$ cat src/common/core_pkg.sv
// core-wide constants; XLEN is assumed to be 32 by the byte and halfword views of the LSU
package core_pkg;

    // data and address width
    localparam int XLEN = 32;

    // register file address width
    localparam int REG_ADDR_W = 5;

    // commit id carried from issue to write-back
    localparam int COMMIT_ID_W = 3;

    // interrupt level that blocks new memory requests
    localparam logic INT_ASSERT = 1'b1;

endpackage

$ cat src/common/lsu_pkg.sv
// load/store unit definitions; load_op_e bit 2 marks unsigned loads, queue depths must be 2^n
package lsu_pkg;

    import core_pkg::*;

    // load operation, bit 2 set means zero-extend
    typedef enum logic [2:0] {
        LOAD_LB  = 3'b000,
        LOAD_LH  = 3'b001,
        LOAD_LW  = 3'b010,
        LOAD_LBU = 3'b100,
        LOAD_LHU = 3'b101
    } load_op_e;

    // read data word, viewed as bytes or as halfwords
    typedef union packed {
        logic [XLEN/8-1:0][7:0]   bytes;
        logic [XLEN/16-1:0][15:0] halves;
    } rdata_u;

    // byte offset inside one word
    localparam int BYTE_OFS_W = 2;

    // stored load tag: op, byte offset, rd, commit id
    localparam int LOAD_TAG_W = $bits(load_op_e) + BYTE_OFS_W + REG_ADDR_W + COMMIT_ID_W;

    // default queue depths
    localparam int DEF_LOAD_DEPTH  = 4;
    localparam int DEF_STORE_DEPTH = 4;

endpackage

$ cat src/verilog/lsu_fifo.sv
// synchronous FIFO; DEPTH must be a power of two >= 2, pop on empty and push on full are dropped
`timescale 1ns/10ps

module lsu_fifo #(
    parameter int WIDTH = 8,
    parameter int DEPTH = 4
) (
    input  logic             clk,
    input  logic             rst_n,
    input  logic             push_i,
    input  logic             pop_i,
    input  logic [WIDTH-1:0] din_i,
    output logic [WIDTH-1:0] dout_o,
    output logic             empty_o,
    output logic             full_o
);

    localparam int PTR_W = $clog2(DEPTH);
    localparam int CNT_W = $clog2(DEPTH + 1);

    logic [WIDTH-1:0] mem [DEPTH];
    logic [PTR_W-1:0] wr_ptr;
    logic [PTR_W-1:0] rd_ptr;
    logic [CNT_W-1:0] count;
    logic             do_push;
    logic             do_pop;

    assign empty_o = (count == '0);
    assign full_o  = (count == CNT_W'(DEPTH));

    // a full queue still accepts a push when it pops in the same cycle
    assign do_pop  = pop_i & ~empty_o;
    assign do_push = push_i & (~full_o | do_pop);

    assign dout_o = mem[rd_ptr];

    always_ff @(posedge clk or negedge rst_n) begin
        if (!rst_n) begin
            wr_ptr <= '0;
            rd_ptr <= '0;
            count  <= '0;
        end else begin
            if (do_push) begin
                wr_ptr <= wr_ptr + 1'b1;
            end
            if (do_pop) begin
                rd_ptr <= rd_ptr + 1'b1;
            end
            // occupancy only moves when exactly one side fires
            if (do_push && !do_pop) begin
                count <= count + 1'b1;
            end else if (do_pop && !do_push) begin
                count <= count - 1'b1;
            end
        end
    end

    // storage array
    always_ff @(posedge clk) begin
        if (do_push) begin
            mem[wr_ptr] <= din_i;
        end
    end

endmodule

$ cat src/lsu/lsu_read_tracker.sv
// in-order load tag queue; assumes the slave returns read data in AR order, one beat per load
`timescale 1ns/10ps

module lsu_read_tracker import core_pkg::*, lsu_pkg::*; #(
    parameter int LOAD_DEPTH = DEF_LOAD_DEPTH
) (
    input  logic                   clk,
    input  logic                   rst_n,
    input  logic                   ar_fire_i,
    input  logic                   rvalid_i,
    input  load_op_e               load_op_i,
    input  logic [BYTE_OFS_W-1:0]  byte_ofs_i,
    input  logic [REG_ADDR_W-1:0]  rd_addr_i,
    input  logic [COMMIT_ID_W-1:0] commit_id_i,
    output logic                   full_o,
    output load_op_e               tag_op_o,
    output logic [BYTE_OFS_W-1:0]  tag_ofs_o,
    output logic [REG_ADDR_W-1:0]  tag_rd_o,
    output logic [COMMIT_ID_W-1:0] tag_cid_o
);

    logic                          empty;
    logic                          bypass;
    logic [LOAD_TAG_W-1:0]         push_tag;
    logic [LOAD_TAG_W-1:0]         head_tag;
    logic [$bits(load_op_e)-1:0]   head_op;
    logic [BYTE_OFS_W-1:0]         head_ofs;
    logic [REG_ADDR_W-1:0]         head_rd;
    logic [COMMIT_ID_W-1:0]        head_cid;

    // data meets its own address handshake, nothing older pending
    assign bypass = ar_fire_i & rvalid_i & empty;

    assign push_tag = {load_op_i, byte_ofs_i, rd_addr_i, commit_id_i};
    assign {head_op, head_ofs, head_rd, head_cid} = head_tag;

    lsu_fifo #(
        .WIDTH (LOAD_TAG_W),
        .DEPTH (LOAD_DEPTH)
    ) u_tag_fifo (
        .clk     (clk),
        .rst_n   (rst_n),
        .push_i  (ar_fire_i & ~bypass),
        .pop_i   (rvalid_i),
        .din_i   (push_tag),
        .dout_o  (head_tag),
        .empty_o (empty),
        .full_o  (full_o)
    );

    // tag for the beat on R this cycle
    assign tag_op_o  = bypass ? load_op_i   : load_op_e'(head_op);
    assign tag_ofs_o = bypass ? byte_ofs_i  : head_ofs;
    assign tag_rd_o  = bypass ? rd_addr_i   : head_rd;
    assign tag_cid_o = bypass ? commit_id_i : head_cid;

endmodule

$ cat src/lsu/lsu_write_buffer.sv
// store data queue for AXI W; write data is only offered with or after its AW handshake
`timescale 1ns/10ps

module lsu_write_buffer import core_pkg::*; #(
    parameter int STORE_DEPTH = 4
) (
    input  logic            clk,
    input  logic            rst_n,
    input  logic            aw_fire_i,
    input  logic            wready_i,
    input  logic [XLEN-1:0] wdata_i,
    input  logic [3:0]      wstrb_i,
    output logic            full_o,
    output logic            busy_o,
    output logic            wvalid_o,
    output logic [XLEN-1:0] wdata_o,
    output logic [3:0]      wstrb_o
);

    logic              empty;
    logic              direct;
    logic [XLEN+3:0]   head;

    // store goes straight out only when nothing older is waiting
    assign direct = aw_fire_i & empty & wready_i;

    lsu_fifo #(
        .WIDTH (XLEN + 4),
        .DEPTH (STORE_DEPTH)
    ) u_data_fifo (
        .clk     (clk),
        .rst_n   (rst_n),
        .push_i  (aw_fire_i & ~direct),
        .pop_i   (wready_i),
        .din_i   ({wdata_i, wstrb_i}),
        .dout_o  (head),
        .empty_o (empty),
        .full_o  (full_o)
    );

    assign busy_o = ~empty;

    // oldest buffered beat has priority over the incoming store
    assign wvalid_o = ~empty | aw_fire_i;
    assign wdata_o  = empty ? wdata_i : head[XLEN+3:4];
    assign wstrb_o  = empty ? wstrb_i : head[3:0];

endmodule

$ cat src/lsu/lsu_load_return.sv
// load alignment and write-back register; misaligned halfword offsets use the upper offset bit only
`timescale 1ns/10ps

module lsu_load_return import core_pkg::*, lsu_pkg::*; (
    input  logic                   clk,
    input  logic                   rst_n,
    input  logic                   rvalid_i,
    input  logic [XLEN-1:0]        rdata_i,
    input  load_op_e               op_i,
    input  logic [BYTE_OFS_W-1:0]  ofs_i,
    input  logic [REG_ADDR_W-1:0]  rd_i,
    input  logic [COMMIT_ID_W-1:0] cid_i,
    output logic                   reg_we_o,
    output logic [REG_ADDR_W-1:0]  reg_waddr_o,
    output logic [XLEN-1:0]        reg_wdata_o,
    output logic [COMMIT_ID_W-1:0] commit_id_o
);

    rdata_u          rword;
    logic [7:0]      sel_byte;
    logic [15:0]     sel_half;
    logic [XLEN-1:0] aligned;

    assign rword    = rdata_i;
    assign sel_byte = rword.bytes[ofs_i];
    // halfword chosen by offset bit 1
    assign sel_half = rword.halves[ofs_i[BYTE_OFS_W-1]];

    always_comb begin
        case (op_i)
            LOAD_LB: begin
                aligned = {{(XLEN - 8){sel_byte[7]}}, sel_byte};
            end
            LOAD_LBU: begin
                aligned = {{(XLEN - 8){1'b0}}, sel_byte};
            end
            LOAD_LH: begin
                aligned = {{(XLEN - 16){sel_half[15]}}, sel_half};
            end
            LOAD_LHU: begin
                aligned = {{(XLEN - 16){1'b0}}, sel_half};
            end
            default: begin
                aligned = rword;
            end
        endcase
    end

    // one write-back pulse per R beat
    always_ff @(posedge clk or negedge rst_n) begin
        if (!rst_n) begin
            reg_we_o <= 1'b0;
        end else begin
            reg_we_o <= rvalid_i;
        end
    end

    // result and tag, captured with the beat
    always_ff @(posedge clk) begin
        if (rvalid_i) begin
            reg_wdata_o <= aligned;
            reg_waddr_o <= rd_i;
            commit_id_o <= cid_i;
        end
    end

endmodule

$ cat src/lsu/lsu_top.sv
// single-beat word AXI master; fixed sideband omitted, write responses accepted and ignored
`timescale 1ns/10ps

module lsu_top import core_pkg::*, lsu_pkg::*; #(
    parameter int LOAD_DEPTH  = DEF_LOAD_DEPTH,
    parameter int STORE_DEPTH = DEF_STORE_DEPTH
) (
    input  logic                   clk,
    input  logic                   rst_n,

    // execute stage request
    input  logic                   req_mem_i,
    input  logic                   int_assert_i,
    input  logic                   load_i,
    input  logic                   store_i,
    input  load_op_e               load_op_i,
    input  logic [REG_ADDR_W-1:0]  rd_addr_i,
    input  logic [XLEN-1:0]        mem_addr_i,
    input  logic [XLEN-1:0]        mem_wdata_i,
    input  logic [3:0]             mem_wmask_i,
    input  logic [COMMIT_ID_W-1:0] commit_id_i,
    output logic                   mem_stall_o,
    output logic                   mem_busy_o,

    // register file write-back
    output logic                   reg_we_o,
    output logic [REG_ADDR_W-1:0]  reg_waddr_o,
    output logic [XLEN-1:0]        reg_wdata_o,
    output logic [COMMIT_ID_W-1:0] commit_id_o,

    // AXI master
    output logic                   m_axi_awvalid_o,
    input  logic                   m_axi_awready_i,
    output logic [XLEN-1:0]        m_axi_awaddr_o,
    output logic                   m_axi_wvalid_o,
    input  logic                   m_axi_wready_i,
    output logic [XLEN-1:0]        m_axi_wdata_o,
    output logic [3:0]             m_axi_wstrb_o,
    input  logic                   m_axi_bvalid_i,
    output logic                   m_axi_bready_o,
    output logic                   m_axi_arvalid_o,
    input  logic                   m_axi_arready_i,
    output logic [XLEN-1:0]        m_axi_araddr_o,
    input  logic                   m_axi_rvalid_i,
    input  logic [XLEN-1:0]        m_axi_rdata_i,
    output logic                   m_axi_rready_o
);

    logic                   req_ok;
    logic                   ld_req;
    logic                   st_req;
    logic                   ar_fire;
    logic                   aw_fire;
    logic                   ld_full;
    logic                   st_full;
    load_op_e               tag_op;
    logic [BYTE_OFS_W-1:0]  tag_ofs;
    logic [REG_ADDR_W-1:0]  tag_rd;
    logic [COMMIT_ID_W-1:0] tag_cid;

    // interrupt blocks any new request
    assign req_ok = req_mem_i & (int_assert_i != INT_ASSERT);
    assign ld_req = req_ok & load_i;
    assign st_req = req_ok & store_i;

    assign ar_fire = ld_req & m_axi_arready_i;
    assign aw_fire = st_req & m_axi_awready_i;

    assign mem_stall_o = (ld_req & (ld_full | ~m_axi_arready_i)) |
                         (st_req & (st_full | ~m_axi_awready_i));

    assign m_axi_arvalid_o = ld_req;
    assign m_axi_araddr_o  = mem_addr_i;
    assign m_axi_awvalid_o = st_req;
    assign m_axi_awaddr_o  = mem_addr_i;

    // always accept read data; B beats are drained without inspection
    assign m_axi_rready_o = 1'b1;
    assign m_axi_bready_o = 1'b1;

    lsu_read_tracker #(
        .LOAD_DEPTH (LOAD_DEPTH)
    ) u_read_tracker (
        .clk         (clk),
        .rst_n       (rst_n),
        .ar_fire_i   (ar_fire),
        .rvalid_i    (m_axi_rvalid_i),
        .load_op_i   (load_op_i),
        .byte_ofs_i  (mem_addr_i[BYTE_OFS_W-1:0]),
        .rd_addr_i   (rd_addr_i),
        .commit_id_i (commit_id_i),
        .full_o      (ld_full),
        .tag_op_o    (tag_op),
        .tag_ofs_o   (tag_ofs),
        .tag_rd_o    (tag_rd),
        .tag_cid_o   (tag_cid)
    );

    lsu_write_buffer #(
        .STORE_DEPTH (STORE_DEPTH)
    ) u_write_buffer (
        .clk       (clk),
        .rst_n     (rst_n),
        .aw_fire_i (aw_fire),
        .wready_i  (m_axi_wready_i),
        .wdata_i   (mem_wdata_i),
        .wstrb_i   (mem_wmask_i),
        .full_o    (st_full),
        .busy_o    (mem_busy_o),
        .wvalid_o  (m_axi_wvalid_o),
        .wdata_o   (m_axi_wdata_o),
        .wstrb_o   (m_axi_wstrb_o)
    );

    lsu_load_return u_load_return (
        .clk         (clk),
        .rst_n       (rst_n),
        .rvalid_i    (m_axi_rvalid_i),
        .rdata_i     (m_axi_rdata_i),
        .op_i        (tag_op),
        .ofs_i       (tag_ofs),
        .rd_i        (tag_rd),
        .cid_i       (tag_cid),
        .reg_we_o    (reg_we_o),
        .reg_waddr_o (reg_waddr_o),
        .reg_wdata_o (reg_wdata_o),
        .commit_id_o (commit_id_o)
    );

endmodule

$ cat config.mk
export PLATFORM = sky130hd
export DESIGN_NAME = lsu_top
export DESIGN_NICKNAME = d
export VERILOG_FILES = /design/src/common/core_pkg.sv /design/src/common/lsu_pkg.sv /design/src/verilog/lsu_fifo.sv /design/src/lsu/lsu_read_tracker.sv /design/src/lsu/lsu_write_buffer.sv /design/src/lsu/lsu_load_return.sv /design/src/lsu/lsu_top.sv
export SDC_FILE = /design/constraint.sdc
export NUM_CORES = 1
export LEC_CHECK = 0
export ABC_AREA = 1
export BUFFER_PORTS_ARGS = -buffer_cell sky130_fd_sc_hd__buf_2
export CAP_MARGIN = 10
export CORE_MARGIN = 5
export CORE_UTILIZATION = 46
export CTS_BUF_LIST = sky130_fd_sc_hd__clkbuf_16
export CTS_CLUSTER_SIZE = 25
export DETAILED_ROUTE_END_ITERATION = 8
export PLACE_DENSITY = 0.7
export SLEW_MARGIN = 10
export SYNTH_ARGS = -nofsm -noshare
export SYNTH_HDL_FRONTEND = slang
export SYNTH_HIERARCHICAL = 1
export SYNTH_SLANG_ARGS = --single-unit
$ cat constraint.sdc
create_clock -name clk -period 3.8 [get_ports clk]
set_input_delay 0.57 -clock clk [delete_from_list [all_inputs] [get_ports clk]]
set_output_delay 0.57 -clock clk [all_outputs]
set_load 0.01 [all_outputs]
==> results.md <==
- Worst vdd ir: 0.459 mV
- Layout area overhead: 12.7%
- Max-slew violations: 0
- Setup crit end kind: primary output
- WP data arrival: 2.44 ns
- Final instance area: 13200 sq um
- Synth Instances: 1104
- GR Layer Usage met2: 30.1%
- Path depth of the worst reg2reg path: 12
- Final hold vios: 0
- Leak: 5.53 nW
- Initial antenna violation count: 1
- Simple-gate portion of the synthesized area: 18.6%
- Largest net degree at the start of global routing: 75
- I/O pin total: 270
- Routed Wire Length: 24600 um
- Flops & latches, synth: 251
- Total track usage: 16.4%
- CTS tree: done
- Crit path max fanout: 37
- Adder-cell share of the synthesized area: 1.41%
- Hold Path Origin: mem_wdata_i[30]
- Overflow after GRT: 0
- First-pass GRT wire length: 38300 um
- CTS Buffer Depth: 3
- Antenna Cells: 0
- Placed cell areas: 12400 sq um
- Share of cells above drive strength 1: 24.1%
- Min Tclk post-route: 3.01 ns
- Avg Synthesized Cell Area: 10.6 sq um
- Combinational family with the most area after synthesis: simple AND/OR/NAND/NOR gates
- Crit path launch: u_write_buffer/u_data_fifo/count[0]
- Die Wd: 170 um
- Mux cell area share after synthesis: 0%
- H-Tree Depth: 1
- DR vias: 7876
- Hold crit path type: in -> reg
- Worst-path clk slew: 0.06 ns
- Die H: 170 um
- Commonest non-fill, non-tap cells in the layout: 241 x nand2_1, 236 x edfxtp_1, 176 x buf_2
- Compound-Gate Fraction of Synth Area: 6.87%
- Setup Buffers After CTS: 0
- Yosys synthesis warning count: 6
- R2r startpoint: u_read_tracker/u_tag_fifo/count[0]
- Dpl hpwl: 15600 um
- PortBufs: 176
- Most common cell after layout, fill and taps aside: nand2_1
- Distinct cells, synth: 34
- Starting density of the core: 46.6%
- DR iter-0 viols: 464
- Clk root buf: clkbuf_16
- Routed WL per cell: 15.7 um
- Worst-skew pair later-pin latency: 0.51 ns
- Vias in the first global route: 7744
- Pwr dens: 755 nW/um^2
- Via density: 5.04
- Final period util: 79.3%
- Status: finished clean
- Die area: 28800 sq um
- Met3 Use GR: 2.89%
- WHS Path Cells: 1
- Fin nets: 1352
- Worst slew margin: 44.8%
- Clock sink total: 251
- Worst Max-Slew Pin Slew: 0.828 ns
- Skew final: 0.0103 ns
- Final setup viols: 0
- Final RePlAce weighted congestion: 0.827
- Setup CP Type: reg -> out
- Post-route setup TNS: 0 ns
- First-pass DRT Iterations: 5
- Seq/Total Area, Yosys: 63.5%
- CP required: 3.23 ns
- Row count: 58
- Met1 usage: 20.1%
- ANT nets after route: 0
- RSZ-0062 raised after global routing: no
- Fmax: 332 MHz
- Synth Cell Area: 11700 sq um
- Synth Area in XOR/XNOR: 0.149%
- Num CTS Buffers: 26
- GRT Max-Usage Layer: met2
- Core area: 25200 sq um
- Max cap viols: 0
- Crit path launch type: register
- # DRC: 0
## cells in the mapped netlist, drive strengths merged
master,number,area [sq um]
conb,1,3.75
o211ai,2,15.0
nor3,4,25.0
or2,3,18.8
inv,60,225
o21ai,152,779
clkbuf,4,16.3
edfxtp,236,7090
and2,1,8.76
nor2,171,669
nand2,247,947
a21oi,1,5.00
clkinv,1,8.76
ha,10,125
buf,112,852
fa,2,40.0
a21boi,1,7.51
xnor2,2,17.5
dfrtp,15,375
nand3,64,425
nand4,15,93.8
## routing by layer
metal	wire (um)	share of wire [%]
met1	9900	40
met2	12600	51
met3	1660	6.8
met4	470	1.9
met5	20	0.081
## state kept, by name, indices dropped and copies added (netlist names), 3 cells and up
| register | cells |
|---|---|
| u_load_return/commit_id_o | 3 |
| u_load_return/reg_waddr_o | 5 |
| u_load_return/reg_wdata_o | 32 |
| u_read_tracker/u_tag_fifo/count | 3 |
| u_read_tracker/u_tag_fifo/mem | 52 |
| u_write_buffer/u_data_fifo/count | 3 |
| u_write_buffer/u_data_fifo/mem | 144 |
## power by group
part	switching, W	internal (W)
Combinational	0.00254	0.00136
Sequential	0.000161	0.00346
Clock	0.000982	0.00149
Total	0.00368	0.00631
## final timing paths
check	slack, ns	end
min in group asynchronous	0.51	u_write_buffer/u_data_fifo/wr_ptr[0]
worst max register to register	0.84	u_load_return/reg_wdata_o[28]
worst max-delay path	0.79	m_axi_wdata_o[12]
worst min-delay path	0.28	u_write_buffer/u_data_fifo/mem[1][34]
max in group asynchronous	3.01	u_write_buffer/u_data_fifo/rd_ptr[0]
worst min register to register	0.50	u_write_buffer/u_data_fifo/count[2]
## final cells by class
| class | instances | area, sq um |
|---|---|---|
| well taps | 330 | 413 |
| clock inverters | 17 | 168 |
| repair buffers | 201 | 1070 |
| multi-input cells | 677 | 3220 |
| fillers | 2164 | 11900 |
| clock buffers | 27 | 676 |
| flip-flops and latches | 251 | 7460 |
| inverters | 61 | 234 |
## through the flow
| stage | utilization (%) | std cells | hold WS, ns | setup slack, ns | total power (W) |
|---|---|---|---|---|---|
| after detailed placement | 49.2 | 1519 | 0.489 | 0.682 | 0.00759 |
| after global placement | 49.2 | 1519 | 0.483 | 0.739 | 0.00752 |
| after global routing | 52.6 | 1564 | 0.254 | 0.548 | 0.0107 |
| after floorplan | - | 1105 | 0.274 | 0.578 | 0.00657 |
| after CTS | 52.6 | 1564 | 0.248 | 0.705 | 0.0101 |
| final | 52.6 | 1564 | 0.280 | 0.787 | 0.00999 |
## timing repair
item | 4_1_cts | 5_1_grt
endpoints found under the setup margin | 0 | 0
resized for setup | 0 | 0
hold buffers | 1 | 0
endpoints found under the hold margin | 15 | 0
## worst max-delay path: stages, from the launching register on
cell	delay (ns)
dfrtp_1	0.44
nor2_1	0.09
nand2_1	0.11
inv_1	0.20
inv_2	0.63
nand2_1	0.20
nand2_1	0.10
buf_2	0.13
## cell families after synthesis
family,Yosys count
AOI/OAI and AO/OA,156
xor gates and xnor gates,2
adders and majority gates,12
DFF,251
other,1
buffers and inverters,177
and+or+nand+nor,505
Power figures use the tool's default switching activity.
